===== src/hdl/cop_pkg.sv =====
/* Encodings shared by the coprocessor subsystem and its testbench:
   opcodes, function codes, coprocessor numbers and the CSR window */
package cop_pkg;

    // Fixed by the RISC-V instruction encoding
    localparam int INST_WIDTH = 32;

    // Major opcodes routed to the coprocessors
    localparam logic [6:0] OPC_SYSTEM = 7'b1110011;
    localparam logic [6:0] OPC_FP     = 7'b1010011;
    localparam logic [6:0] OPC_CUSTOM = 7'b0001011;

    // Coprocessor numbers
    typedef enum logic [1:0] {
        CP_CSR      = 2'd0,
        CP_MUL      = 2'd1,
        CP_BITMANIP = 2'd2
    } cp_sel_e;

    // CP0 access codes in funct3
    localparam logic [2:0] F3_CSRRW = 3'b001;
    localparam logic [2:0] F3_CSRRS = 3'b010;
    localparam logic [2:0] F3_CSRRC = 3'b011;

    // CP1 result half
    localparam logic [2:0] F3_MUL_LO = 3'b000;
    localparam logic [2:0] F3_MUL_HI = 3'b001;

    // CP2 operations
    localparam logic [2:0] F3_POPCNT = 3'b000;
    localparam logic [2:0] F3_BREV   = 3'b001;
    localparam logic [2:0] F3_CLZ    = 3'b010;

    // CSR window, CSR_COUNT registers starting at CSR_BASE
    localparam logic [11:0] CSR_BASE  = 12'h340;
    localparam int          CSR_COUNT = 4;

endpackage


===== src/hdl/cop_dispatcher.sv =====
/* Input side of the coprocessor subsystem. Decodes the opcode, starts
   one coprocessor and stalls the CPU until the result is back */
`timescale 1ns/100ps

module cop_dispatcher #(
    parameter int DATA_WIDTH = 64
) (
    input  logic                          clk,
    input  logic                          rst_n,
    input  logic [cop_pkg::INST_WIDTH-1:0] instruction,
    input  logic                          inst_valid,
    input  logic                          pipeline_stall,
    input  logic [DATA_WIDTH-1:0]         rs1_data,
    input  logic [DATA_WIDTH-1:0]         rs2_data,
    input  logic                          cp_ready,
    output logic                          start_csr,
    output logic                          start_mul,
    output logic                          start_bitmanip,
    output logic                          cp_instruction_detected,
    output logic                          cp_stall_request,
    output cop_pkg::cp_sel_e              cp_select,
    output logic [cop_pkg::INST_WIDTH-1:0] op_instruction,
    output logic [DATA_WIDTH-1:0]         op_a,
    output logic [DATA_WIDTH-1:0]         op_b
);

    logic [6:0]       opcode;
    cop_pkg::cp_sel_e sel_q;

    assign opcode = instruction[6:0];

    // Opcode decode, nothing is detected while the pipeline stalls
    always_comb begin
        cp_instruction_detected = 1'b0;
        cp_select = cop_pkg::CP_CSR;
        if (inst_valid && !pipeline_stall) begin
            case (opcode)
                cop_pkg::OPC_SYSTEM: begin
                    cp_instruction_detected = 1'b1;
                    cp_select = cop_pkg::CP_CSR;
                end
                cop_pkg::OPC_FP: begin
                    cp_instruction_detected = 1'b1;
                    cp_select = cop_pkg::CP_MUL;
                end
                cop_pkg::OPC_CUSTOM: begin
                    cp_instruction_detected = 1'b1;
                    cp_select = cop_pkg::CP_BITMANIP;
                end
                default: begin
                    cp_instruction_detected = 1'b0;
                end
            endcase
        end
    end

    // One-hot strobes, held as long as the instruction is
    assign start_csr      = cp_instruction_detected && (cp_select == cop_pkg::CP_CSR);
    assign start_mul      = cp_instruction_detected && (cp_select == cop_pkg::CP_MUL);
    assign start_bitmanip = cp_instruction_detected && (cp_select == cop_pkg::CP_BITMANIP);

    assign cp_stall_request = cp_instruction_detected && !cp_ready;

    assign op_instruction = instruction;
    assign op_a = rs1_data;
    assign op_b = rs2_data;

    // Last selected coprocessor
    always_ff @(posedge clk) begin
        if (!rst_n) begin
            sel_q <= cop_pkg::CP_CSR;
        end else if (cp_instruction_detected) begin
            sel_q <= cp_select;
        end
    end

endmodule


===== src/hdl/csr_unit.sv =====
/* CP0, four control/status registers with read-write, set and clear
   access. Returns the old value one cycle after start */
`timescale 1ns/100ps

module csr_unit #(
    parameter int DATA_WIDTH = 64
) (
    input  logic                          clk,
    input  logic                          rst_n,
    input  logic                          start,
    input  logic [cop_pkg::INST_WIDTH-1:0] op_instruction,
    input  logic [DATA_WIDTH-1:0]         op_a,
    output logic                          done,
    output logic                          exception,
    output logic [DATA_WIDTH-1:0]         result
);

    localparam int IW = $clog2(cop_pkg::CSR_COUNT);

    logic [DATA_WIDTH-1:0] csr [cop_pkg::CSR_COUNT];
    logic [11:0]           offset;
    logic [IW-1:0]         idx;
    logic [2:0]            f3;
    logic                  in_range;
    logic                  known_op;
    logic                  accept;

    assign f3       = op_instruction[14:12];
    assign offset   = op_instruction[31:20] - cop_pkg::CSR_BASE;
    assign in_range = offset < 12'(cop_pkg::CSR_COUNT);
    assign idx      = offset[IW-1:0];
    assign known_op = (f3 == cop_pkg::F3_CSRRW) || (f3 == cop_pkg::F3_CSRRS) ||
                      (f3 == cop_pkg::F3_CSRRC);

    // Done cycle counts as busy so a held strobe does not rerun the access
    assign accept = start && !done;

    always_ff @(posedge clk) begin
        if (!rst_n) begin
            done      <= 1'b0;
            exception <= 1'b0;
            for (int i = 0; i < cop_pkg::CSR_COUNT; i++) begin
                csr[i] <= '0;
            end
        end else begin
            done <= accept;
            if (accept) begin
                exception <= !(in_range && known_op);
                if (in_range && known_op) begin
                    case (f3)
                        cop_pkg::F3_CSRRW: csr[idx] <= op_a;
                        cop_pkg::F3_CSRRS: csr[idx] <= csr[idx] | op_a;
                        default:           csr[idx] <= csr[idx] & ~op_a;
                    endcase
                end
            end
        end
    end

    // Old value of the addressed CSR
    always_ff @(posedge clk) begin
        if (accept) begin
            result <= (in_range && known_op) ? csr[idx] : '0;
        end
    end

endmodule


===== src/hdl/mul_unit.sv =====
/* CP1, unsigned shift-add multiplier retiring one multiplier bit per
   cycle. Returns the low or high half of the product */
`timescale 1ns/100ps

module mul_unit #(
    parameter int DATA_WIDTH = 64
) (
    input  logic                          clk,
    input  logic                          rst_n,
    input  logic                          start,
    input  logic [cop_pkg::INST_WIDTH-1:0] op_instruction,
    input  logic [DATA_WIDTH-1:0]         op_a,
    input  logic [DATA_WIDTH-1:0]         op_b,
    output logic                          done,
    output logic                          exception,
    output logic [DATA_WIDTH-1:0]         result
);

    localparam int CW = $clog2(DATA_WIDTH);

    logic [2*DATA_WIDTH-1:0] acc;
    logic [2*DATA_WIDTH-1:0] mcand;
    logic [DATA_WIDTH-1:0]   mplier;
    logic [CW-1:0]           cnt;
    logic [2:0]              f3;
    logic                    busy;
    logic                    hi_sel;
    logic                    legal;
    logic                    accept;

    assign f3     = op_instruction[14:12];
    assign legal  = (f3 == cop_pkg::F3_MUL_LO) || (f3 == cop_pkg::F3_MUL_HI);
    assign accept = start && !busy && !done;

    // Sequencing, illegal codes finish at once
    always_ff @(posedge clk) begin
        if (!rst_n) begin
            busy      <= 1'b0;
            done      <= 1'b0;
            exception <= 1'b0;
            cnt       <= '0;
        end else begin
            done <= 1'b0;
            if (busy) begin
                cnt <= cnt + 1'b1;
                if (cnt == CW'(DATA_WIDTH - 1)) begin
                    busy <= 1'b0;
                    done <= 1'b1;
                end
            end else if (accept) begin
                busy      <= legal;
                done      <= !legal;
                exception <= !legal;
                cnt       <= '0;
            end
        end
    end

    // Shift-add datapath
    always_ff @(posedge clk) begin
        if (accept) begin
            acc    <= '0;
            mcand  <= {{DATA_WIDTH{1'b0}}, op_a};
            mplier <= op_b;
            hi_sel <= (f3 == cop_pkg::F3_MUL_HI);
        end else if (busy) begin
            if (mplier[0]) begin
                acc <= acc + mcand;
            end
            mcand  <= mcand << 1;
            mplier <= mplier >> 1;
        end
    end

    assign result = hi_sel ? acc[2*DATA_WIDTH-1:DATA_WIDTH] : acc[DATA_WIDTH-1:0];

endmodule


===== src/hdl/bitmanip_unit.sv =====
/* CP2, two-stage bit-manipulation unit with popcount, bit reverse and
   leading-zero count */
`timescale 1ns/100ps

module bitmanip_unit #(
    parameter int DATA_WIDTH = 64
) (
    input  logic                          clk,
    input  logic                          rst_n,
    input  logic                          start,
    input  logic [cop_pkg::INST_WIDTH-1:0] op_instruction,
    input  logic [DATA_WIDTH-1:0]         op_a,
    output logic                          done,
    output logic                          exception,
    output logic [DATA_WIDTH-1:0]         result
);

    logic                  v1;
    logic [DATA_WIDTH-1:0] a1;
    logic [2:0]            f3_1;
    logic [DATA_WIDTH-1:0] pop;
    logic [DATA_WIDTH-1:0] rev;
    logic [DATA_WIDTH-1:0] lz;

    // Stage 1 registers operand and function code
    always_ff @(posedge clk) begin
        if (!rst_n) begin
            v1 <= 1'b0;
        end else begin
            v1 <= start && !v1 && !done;
        end
    end

    always_ff @(posedge clk) begin
        if (start && !v1 && !done) begin
            a1   <= op_a;
            f3_1 <= op_instruction[14:12];
        end
    end

    always_comb begin
        pop = '0;
        lz  = DATA_WIDTH'(DATA_WIDTH);
        for (int i = 0; i < DATA_WIDTH; i++) begin
            pop = pop + DATA_WIDTH'(a1[i]);
            rev[i] = a1[DATA_WIDTH-1-i];
            // Highest set bit wins
            if (a1[i]) begin
                lz = DATA_WIDTH'(DATA_WIDTH - 1 - i);
            end
        end
    end

    // Stage 2 selects the operation
    always_ff @(posedge clk) begin
        if (!rst_n) begin
            done      <= 1'b0;
            exception <= 1'b0;
        end else begin
            done <= v1;
            if (v1) begin
                exception <= !(f3_1 == cop_pkg::F3_POPCNT || f3_1 == cop_pkg::F3_BREV ||
                               f3_1 == cop_pkg::F3_CLZ);
            end
        end
    end

    always_ff @(posedge clk) begin
        if (v1) begin
            case (f3_1)
                cop_pkg::F3_POPCNT: result <= pop;
                cop_pkg::F3_BREV:   result <= rev;
                cop_pkg::F3_CLZ:    result <= lz;
                default:            result <= '0;
            endcase
        end
    end

endmodule


===== src/hdl/cop_writeback.sv =====
/* Output side of the coprocessor subsystem. Returns the finishing unit's
   result to the CPU and issues the register write one cycle later */
`timescale 1ns/100ps

module cop_writeback #(
    parameter int DATA_WIDTH = 64
) (
    input  logic                          clk,
    input  logic                          rst_n,
    input  cop_pkg::cp_sel_e              cp_select,
    input  logic [cop_pkg::INST_WIDTH-1:0] op_instruction,
    input  logic                          done_csr,
    input  logic                          done_mul,
    input  logic                          done_bitmanip,
    input  logic                          exc_csr,
    input  logic                          exc_mul,
    input  logic                          exc_bitmanip,
    input  logic [DATA_WIDTH-1:0]         res_csr,
    input  logic [DATA_WIDTH-1:0]         res_mul,
    input  logic [DATA_WIDTH-1:0]         res_bitmanip,
    output logic                          cp_ready,
    output logic                          cp_result_valid,
    output logic                          cp_exception_out,
    output logic                          cp_reg_write,
    output logic [DATA_WIDTH-1:0]         cp_result,
    output logic [DATA_WIDTH-1:0]         cp_reg_data,
    output logic [4:0]                    cp_reg_addr
);

    logic [4:0] rd;

    assign rd = op_instruction[11:7];

    assign cp_ready        = done_csr || done_mul || done_bitmanip;
    assign cp_result_valid = cp_ready;

    // Instruction is still held in the done cycle, so cp_select is valid
    always_comb begin
        case (cp_select)
            cop_pkg::CP_MUL: begin
                cp_result        = res_mul;
                cp_exception_out = exc_mul;
            end
            cop_pkg::CP_BITMANIP: begin
                cp_result        = res_bitmanip;
                cp_exception_out = exc_bitmanip;
            end
            default: begin
                cp_result        = res_csr;
                cp_exception_out = exc_csr;
            end
        endcase
    end

    always_ff @(posedge clk) begin
        if (!rst_n) begin
            cp_reg_write <= 1'b0;
        end else begin
            cp_reg_write <= cp_ready && !cp_exception_out && (rd != 5'd0);
        end
    end

    always_ff @(posedge clk) begin
        cp_reg_addr <= rd;
        cp_reg_data <= cp_result;
    end

endmodule


===== src/hdl/cop_subsystem.sv =====
/* Top level of the coprocessor subsystem. Connects the dispatcher, the
   three coprocessors and the writeback stage */
`timescale 1ns/100ps

module cop_subsystem #(
    parameter int DATA_WIDTH = 64
) (
    input  logic                          clk,
    input  logic                          rst_n,
    input  logic [cop_pkg::INST_WIDTH-1:0] instruction,
    input  logic                          inst_valid,
    input  logic [DATA_WIDTH-1:0]         rs1_data,
    input  logic [DATA_WIDTH-1:0]         rs2_data,
    input  logic                          pipeline_stall,
    output logic                          cp_instruction_detected,
    output logic                          cp_stall_request,
    output logic [DATA_WIDTH-1:0]         cp_result,
    output logic                          cp_result_valid,
    output logic                          cp_exception_out,
    output logic                          cp_reg_write,
    output logic [4:0]                    cp_reg_addr,
    output logic [DATA_WIDTH-1:0]         cp_reg_data
);

    logic                           start_csr;
    logic                           start_mul;
    logic                           start_bitmanip;
    logic                           cp_ready;
    cop_pkg::cp_sel_e               cp_select;
    logic [cop_pkg::INST_WIDTH-1:0] op_instruction;
    logic [DATA_WIDTH-1:0]          op_a;
    logic [DATA_WIDTH-1:0]          op_b;
    logic                           done_csr;
    logic                           done_mul;
    logic                           done_bitmanip;
    logic                           exc_csr;
    logic                           exc_mul;
    logic                           exc_bitmanip;
    logic [DATA_WIDTH-1:0]          res_csr;
    logic [DATA_WIDTH-1:0]          res_mul;
    logic [DATA_WIDTH-1:0]          res_bitmanip;

    cop_dispatcher #(.DATA_WIDTH(DATA_WIDTH)) u_disp (
        .clk(clk), .rst_n(rst_n),
        .instruction(instruction), .inst_valid(inst_valid),
        .pipeline_stall(pipeline_stall),
        .rs1_data(rs1_data), .rs2_data(rs2_data), .cp_ready(cp_ready),
        .start_csr(start_csr), .start_mul(start_mul), .start_bitmanip(start_bitmanip),
        .cp_instruction_detected(cp_instruction_detected),
        .cp_stall_request(cp_stall_request), .cp_select(cp_select),
        .op_instruction(op_instruction), .op_a(op_a), .op_b(op_b)
    );

    // CP0
    csr_unit #(.DATA_WIDTH(DATA_WIDTH)) u_csr (
        .clk(clk), .rst_n(rst_n), .start(start_csr),
        .op_instruction(op_instruction), .op_a(op_a),
        .done(done_csr), .exception(exc_csr), .result(res_csr)
    );

    // CP1
    mul_unit #(.DATA_WIDTH(DATA_WIDTH)) u_mul (
        .clk(clk), .rst_n(rst_n), .start(start_mul),
        .op_instruction(op_instruction), .op_a(op_a), .op_b(op_b),
        .done(done_mul), .exception(exc_mul), .result(res_mul)
    );

    // CP2
    bitmanip_unit #(.DATA_WIDTH(DATA_WIDTH)) u_bitmanip (
        .clk(clk), .rst_n(rst_n), .start(start_bitmanip),
        .op_instruction(op_instruction), .op_a(op_a),
        .done(done_bitmanip), .exception(exc_bitmanip), .result(res_bitmanip)
    );

    cop_writeback #(.DATA_WIDTH(DATA_WIDTH)) u_wb (
        .clk(clk), .rst_n(rst_n), .cp_select(cp_select),
        .op_instruction(op_instruction),
        .done_csr(done_csr), .done_mul(done_mul), .done_bitmanip(done_bitmanip),
        .exc_csr(exc_csr), .exc_mul(exc_mul), .exc_bitmanip(exc_bitmanip),
        .res_csr(res_csr), .res_mul(res_mul), .res_bitmanip(res_bitmanip),
        .cp_ready(cp_ready), .cp_result_valid(cp_result_valid),
        .cp_exception_out(cp_exception_out), .cp_reg_write(cp_reg_write),
        .cp_result(cp_result), .cp_reg_data(cp_reg_data), .cp_reg_addr(cp_reg_addr)
    );

endmodule


===== config.mk =====
export PLATFORM = sky130hd
export DESIGN_NAME = cop_subsystem
export DESIGN_NICKNAME = d
export VERILOG_FILES = /design/src/hdl/cop_pkg.sv /design/src/hdl/cop_dispatcher.sv /design/src/hdl/csr_unit.sv /design/src/hdl/mul_unit.sv /design/src/hdl/bitmanip_unit.sv /design/src/hdl/cop_writeback.sv /design/src/hdl/cop_subsystem.sv
export SDC_FILE = /design/constraint.sdc
export NUM_CORES = 2
export LEC_CHECK = 0
export ABC_AREA = 1
export BUFFER_PORTS_ARGS = -buffer_cell sky130_fd_sc_hd__buf_2
export CORE_MARGIN = 5
export CORE_UTILIZATION = 62
export DETAILED_ROUTE_END_ITERATION = 7
export GPL_ROUTABILITY_DRIVEN = 0
export PLACE_DENSITY = 0.88
export SETUP_SLACK_MARGIN = 0.2
export SYNTH_ARGS = -nofsm -noshare
export SYNTH_HDL_FRONTEND = slang
export SYNTH_SLANG_ARGS = --single-unit

===== constraint.sdc =====
create_clock -name clk -period 13.2 [get_ports clk]
set_input_delay 2.64 -clock clk [delete_from_list [all_inputs] [get_ports clk]]
set_output_delay 2.64 -clock clk [all_outputs]
set_load 0.01 [all_outputs]

# Word level (Yosys, flattened, before mapping)
# Memories as Yosys holds them, arrays and structs flattened.
# Cells that the tools add are included.
# Widths: inputs -> output; s select.
[totals]
ram_bits = 256
n_memories = 1
reg_bits = 600
[op_classes]
n_lt_le_gt_ge = 1
reduce_logical = 41
n_mux = 105
bitwise_logic = 6
n_addsub = 66
n_eq_ne = 11
[memory_table]
columns = ["memory", "words", "word_bits", "rd", "rd_clocked_by_memory_dff", "wr", "line", "text"]
rows = [
  ["u_csr.csr", 4, 64, 1, 0, 4, "csr_unit.sv:20", "logic [DATA_WIDTH-1:0] csr [cop_pkg::CSR_COUNT];"],
]
[ops]
columns = ["operator", "count"]
rows = [
  ["$add 64x1->64", 62],
  ["$mux 64", 8],
  ["$mux 7", 64],
  ["$pmux 64 s3", 1],
  ["$add 128x128->128", 1],
  ["$pmux 64 s2", 1],
  ["$and 64x64->64", 1],
  ["$not 64->64", 1],
  ["$or 64x64->64", 1],
  ["$reduce_or 64->1", 1],
  ["$mux 1", 25],
  ["$eq 7x7->1 const B", 2],
  ["$logic_and 1x1->1", 13],
  ["$lt 12x3->1 const B", 1],
  ["$mux 6", 2],
  ["$sub 12x10->12 const B", 1],
  ["$logic_not 1->1", 11],
  ["$eq 3x2->1 const B", 3],
  ["$eq 7x4->1 const B", 1],
  ["$logic_or 1x1->1", 7],
  ["$add 6x1->6 const B", 1],
  ["$eq 3x1->1 const B", 2],
  ["$eq 6x6->1 const B", 1],
  ["$logic_not 3->1", 2],
  ["14 further kinds", 17],
]

# Depth between registers and ports, before layout
[depth]
depth_word = 65
mapped_depth = 52
ltp_nobuf = 52

# By module
# Synthesis repeated with hierarchy kept, for this count alone.
[hier_totals]
hier_cells = 7314
hier_area_um2 = 53819.1
[modules_own_cells]
columns = ["module", "n_inst", "seq_area_each_um2", "area_each_um2", "cells_per_inst"]
rows = [
  ["mul_unit", 1, 7897.6, 27423.8, 4669],
  ["csr_unit", 1, 9649.3, 14756.7, 1496],
  ["bitmanip_unit", 1, 3993.8, 7083.0, 590],
  ["cop_writeback", 1, 1401.3, 3241.9, 376],
  ["cop_dispatcher", 1, 0.0, 1313.8, 183],
]

# Worst setup path before layout
# Ideal clock, no wire load.
[synth_path]
path_kind = "input to register"
startpoint = "in instruction[6] (netlist name)"
endpoint = "mem u_csr.csr[3][0], enable pin"
required_ns = 12.539
setup_slack_ns = 2.586
path_stages = 5
path_buffers = 0
arrival_time_ns = 9.953
cell_sequence = "nor4_1 -> nand3_1 -> nand2_1 -> nand3_1 -> o41ai_1"
[synth_rtl]
columns = ["element", "line", "text"]
rows = [
  ["from (decl)", "cop_subsystem.sv:10", "input logic [cop_pkg::INST_WIDTH-1:0] instruction,"],
  ["to (decl)", "csr_unit.sv:20", ""],
]

# Final worst setup path
[layout_path]
startpoint = "in inst_valid"
endpoint = "out cp_result[25]"
[layout_between]
elab_chain_cells = 4
[layout_rtl]
columns = ["element", "line", "text"]
rows = [
  ["from (decl)", "cop_subsystem.sv:11", "input logic inst_valid,"],
  ["$logic_and 1x1->1 *", "cop_dispatcher.sv:36", "if (inst_valid && !pipeline_stall) begin"],
  ["$mux 2 *", "cop_dispatcher.sv:36", ""],
  ["$eq 2x2->1 / $eq 2x1->1 (equally long branches)", "cop_writeback.sv:39", "case (cp_select)"],
  ["$pmux 64 s2 *", "cop_writeback.sv:39", ""],
  ["to (decl)", "cop_subsystem.sv:17", "output logic [DATA_WIDTH-1:0] cp_result,"],
]
# Mark *: on every way between the ends. The rest lies on a longest branch, timed or not.

==> results_dict.tcl <==
set metrics [dict create \
    synthCells 5448 \
    end_kind "output pin" \
    finalSetupViolCount 0 \
    hold_path.class "reg2reg" \
    syn_area_per_cell_um2 8.407 \
    p_leak_nw 23.67 \
    synth_top_cell_area_share_pct 38.03 \
    n_fill_cell 5214 \
    area_growth_pct 10.95 \
    slew_headroom_pct 21.10 \
    routed_wl_um 142900 \
    core_area_mm2 0.07308 \
    preCtsSetupSlack_ns 4.668 \
    initial_utilization_pct 62.67 \
    start_kind "input pin" \
    cts.sinks 856 \
    ctsLongestPathBuffers 3 \
    antenna_found_initial 5 \
    ant_nets 0 \
    min_period_ns 8.724 \
    cts_tree "built" \
    routedWlPerCell_um 21.43 \
    crit_path_max_fanout 65 \
    synth_fp_nets 5816 \
    violations "DRC" \
    seq_area_frac_synth_pct 50.09 \
    drc_errors 4 \
    crit_family "buffers and inverters" \
    synth_xor_area_share_pct 2.065 \
    finalHoldViolCount 0 \
    htreeDepth 3 \
    grt_pass1_wl_um 216200 \
    synth_warnings 0 \
    cts.reportedPaths.clkPinSlew_ns 0.06 \
    path_buf_inv 7 \
    slew_viol_final 0 \
    ys.flop_type "edfxtp_1" \
    synth_area_mm2 0.04580 \
    io_pins 302 \
    synth-seq-cells 856 \
    multi_input_area_mm2 0.01974 \
    crit_slowest_cell "buf_4" \
    register_area_mm2 0.02294 \
    cts_resized 0 \
    post_cts_buffers 0 \
    synth-simple-area-share_pct 19.18 \
    max_stage_delay_ns 0.64 \
    rows 99 \
    drt_pass1_iterations 8 \
    tightest_slew_ns 1.181 \
    worstPathArrival_ns 6.08 \
    stdcell_count 6669 \
    maxCapViolCount 0 \
    viasPerCell 6.216 \
    worst_ep_required_time_ns 10.56 \
    finClkSkew_ns 0.02107 \
    place_area_mm2 0.04796 \
    synth-async-reset-ratio_pct 0 \
    synth-edff-count 580 \
    cts_buffers 87 \
    setup_ws_ns 4.476 \
    status "complete, but fails checks" \
    grt_overflow_total 0 \
    synth_area_leaders "edfxtp_1 (38%), dfxtp_1 (12%), nand2_1 (8.7%)" \
    dpl.cell_count 6507 \
    final_area_mm2 0.05082 \
    layout-drive-gt1-share_pct 9.441 \
    yosysTopAreaCell "edfxtp_1" \
    synthAdderAreaFrac_pct 6.475 \
    max_clock_freq_ghz 0.1146 \
    dp_hpwl_um 99040 \
    synth_mux_area_share_pct 0.02185 \
    yosysUniqueCellTypes 62 \
    hold-worst-slack_ns 0.4735 \
    hold_buffers 0 \
    via_count 41450 \
    synth_top_family_by_area "simple AND/OR/NAND/NOR gates" \
    root_buffer "clkbuf_16" \
    grt_pass1_vias 39100 \
    clock_latency_ns 0.66 \
    power_density_mw_per_mm2 109.0 \
    first_iter_violations 6306 \
    rsz0062_at_grt "false" \
    synth_compound_area_share_pct 15.21 \
    port_buffers 296 \
    grt_max_degree 139 \
    path_cells "buf_2 -> inv_1 -> nor2_1 -> nand3_1 -> nor2_1 -> inv_1 -> ha_2 -> buf_4 -> inv_2 -> buf_4 -> a21oi_1 -> a21oi_1 -> buf_2" \
    die_y_um 281.8 \
    finalSetupTns_ns 0 \
    peakVddDrop_mv 0.1294 \
    die_x_um 281.8 \
    fin_nets 6005 \
    die_area_mm2 0.07941 \
    crit_type "in2out" \
    grt_use_total_pct 34.74 \
    min_period_over_period_pct 66.09 \
]
[cell usage in the layout (no fill, tap or decap), types with 7 or more instances in the layout]
cell type / count
clkbuf_1: 23
clkbuf_8: 17
a21oi_1: 578
clkbuf_16: 89
ha_1: 147
o21ai_0: 267
o211ai_1: 24
o21ai_1: 15
xor2_1: 70
a32o_1: 64
a21o_1: 10
clkinv_1: 11
fa_1: 55
inv_2: 9
nand3_1: 84
buf_4: 34
nor2_1: 1017
buf_2: 295
nand2_4: 7
nand4_1: 10
inv_1: 604
a22oi_1: 65
xnor2_1: 38
clkinv_2: 14
nor3_1: 29
nand2_2: 15
o221ai_1: 15
a21oi_2: 10
a31oi_1: 56
dfxtp_1: 274
edfxtp_1: 580
nor4_1: 20
o21a_1: 24
nand2_1: 1052
[path summary, 6_finish.rpt]
kind	from	endpoint	cells past startpoint	slack [ns]
max reg2reg	u_bitmanip.a1[0]	u_bitmanip.result[5]	22	6.17
min reg2reg	u_mul.mcand[127]	u_mul.mcand[127]	2	0.47
max	inst_valid	cp_result[25]	13	4.48
min	u_mul.mcand[127]	u_mul.mcand[127]	2	0.47
[report_power, final]
part	total (mW)	switching, mW	internal [mW]	leakage [nW]
clock	2.48	1.08	1.40	1.39
sequential	2.87	0.00816	2.87	7.84
combinational	0.185	0.131	0.0544	14.4
total	5.54	1.21	4.32	23.7
[routing by layer]
layer / up-vias / track usage (%) / wire, um
li1: 18530 / - / -
met1: 19010 / 44.46 / 48890
met5: - / 0 / 34
met2: 3159 / 55.17 / 64570
met4: 6 / 19.19 / 10150
met3: 748 / 8.073 / 19240
[per-stage QoR]
stage               power [mW]  util, %
CTS                      5.526    69.53
detailed placement       3.106    65.62
global placement         3.100    65.62
finish                   5.538    69.53
floorplan                3.025        -
global route             5.659    69.53
[cells in the mapped netlist, types with 10 or more instances]
cell / count
dfxtp_1: 276
o211ai_1: 24
xor2_1: 70
o221ai_1: 15
a31oi_1: 56
nor4_1: 20
nor2_1: 1018
nand2_1: 1058
edfxtp_1: 580
a32o_1: 64
nand2_2: 12
xnor2_1: 38
o21a_1: 24
a21o_1: 10
fa_1: 55
nand3_1: 87
o21ai_1: 15
buf_1: 15
ha_1: 149
o21ai_0: 267
nor3_1: 29
clkbuf_1: 212
a22oi_1: 65
inv_1: 610
a21oi_1: 578
nand4_1: 10
a21oi_2: 10
[registers in the layout, indices dropped and copies added (netlist names)]
| register | count |
|---|---|
| u_csr.exception | 1 |
| u_bitmanip.exception | 1 |
| u_bitmanip.result | 64 |
| u_wb.cp_reg_addr | 5 |
| u_mul.mplier | 64 |
| u_mul.busy | 1 |
| u_bitmanip.v1 | 1 |
| u_mul.acc | 128 |
| u_mul.cnt | 6 |
| u_mul.exception | 1 |
| u_bitmanip.f3_1 | 3 |
| u_mul.mcand | 128 |
| u_csr.csr | 256 |
| u_wb.cp_reg_write | 1 |
| u_mul.hi_sel | 1 |
| u_bitmanip.a1 | 64 |
| u_bitmanip.done | 1 |
| u_mul.done | 1 |
| u_csr.result | 64 |
| u_wb.cp_reg_data | 64 |
| u_csr.done | 1 |
[cell families after synthesis]
group,count (synthesis)
fa+ha+maj,204
xor+xnor,108
buf+inv,848
mux,1
flops,856
simple gates,2251
compound gates,1180
[worst reg2reg max path: cells and delay by family (launching register included)]
| kind | cells | cell delay (ns) |
|---|---|---|
| AND/OR/NAND/NOR | 4 | 0.37 |
| XOR/XNOR | 1 | 0.09 |
| AO/OA/AOI/OAI | 3 | 0.89 |
| adder cells (fa/ha/maj) | 10 | 4.63 |
| flip-flops | 1 | 0.43 |
| buffers and inverters | 4 | 0.34 |
[layout make-up]
type | instances | area share, %
Inverter | 619 | 4.602
Clock inverter | 32 | 0.6057
Clock buffer | 129 | 5.013
Tap cell | 959 | 2.361
Antenna cell | 1 | 0.004924
Timing Repair Buffer | 329 | 3.408
Sequential cell | 856 | 45.15
Multi-Input combinational cell | 3744 | 38.85
No activity file was read; power rests on OpenSTA's default activity.
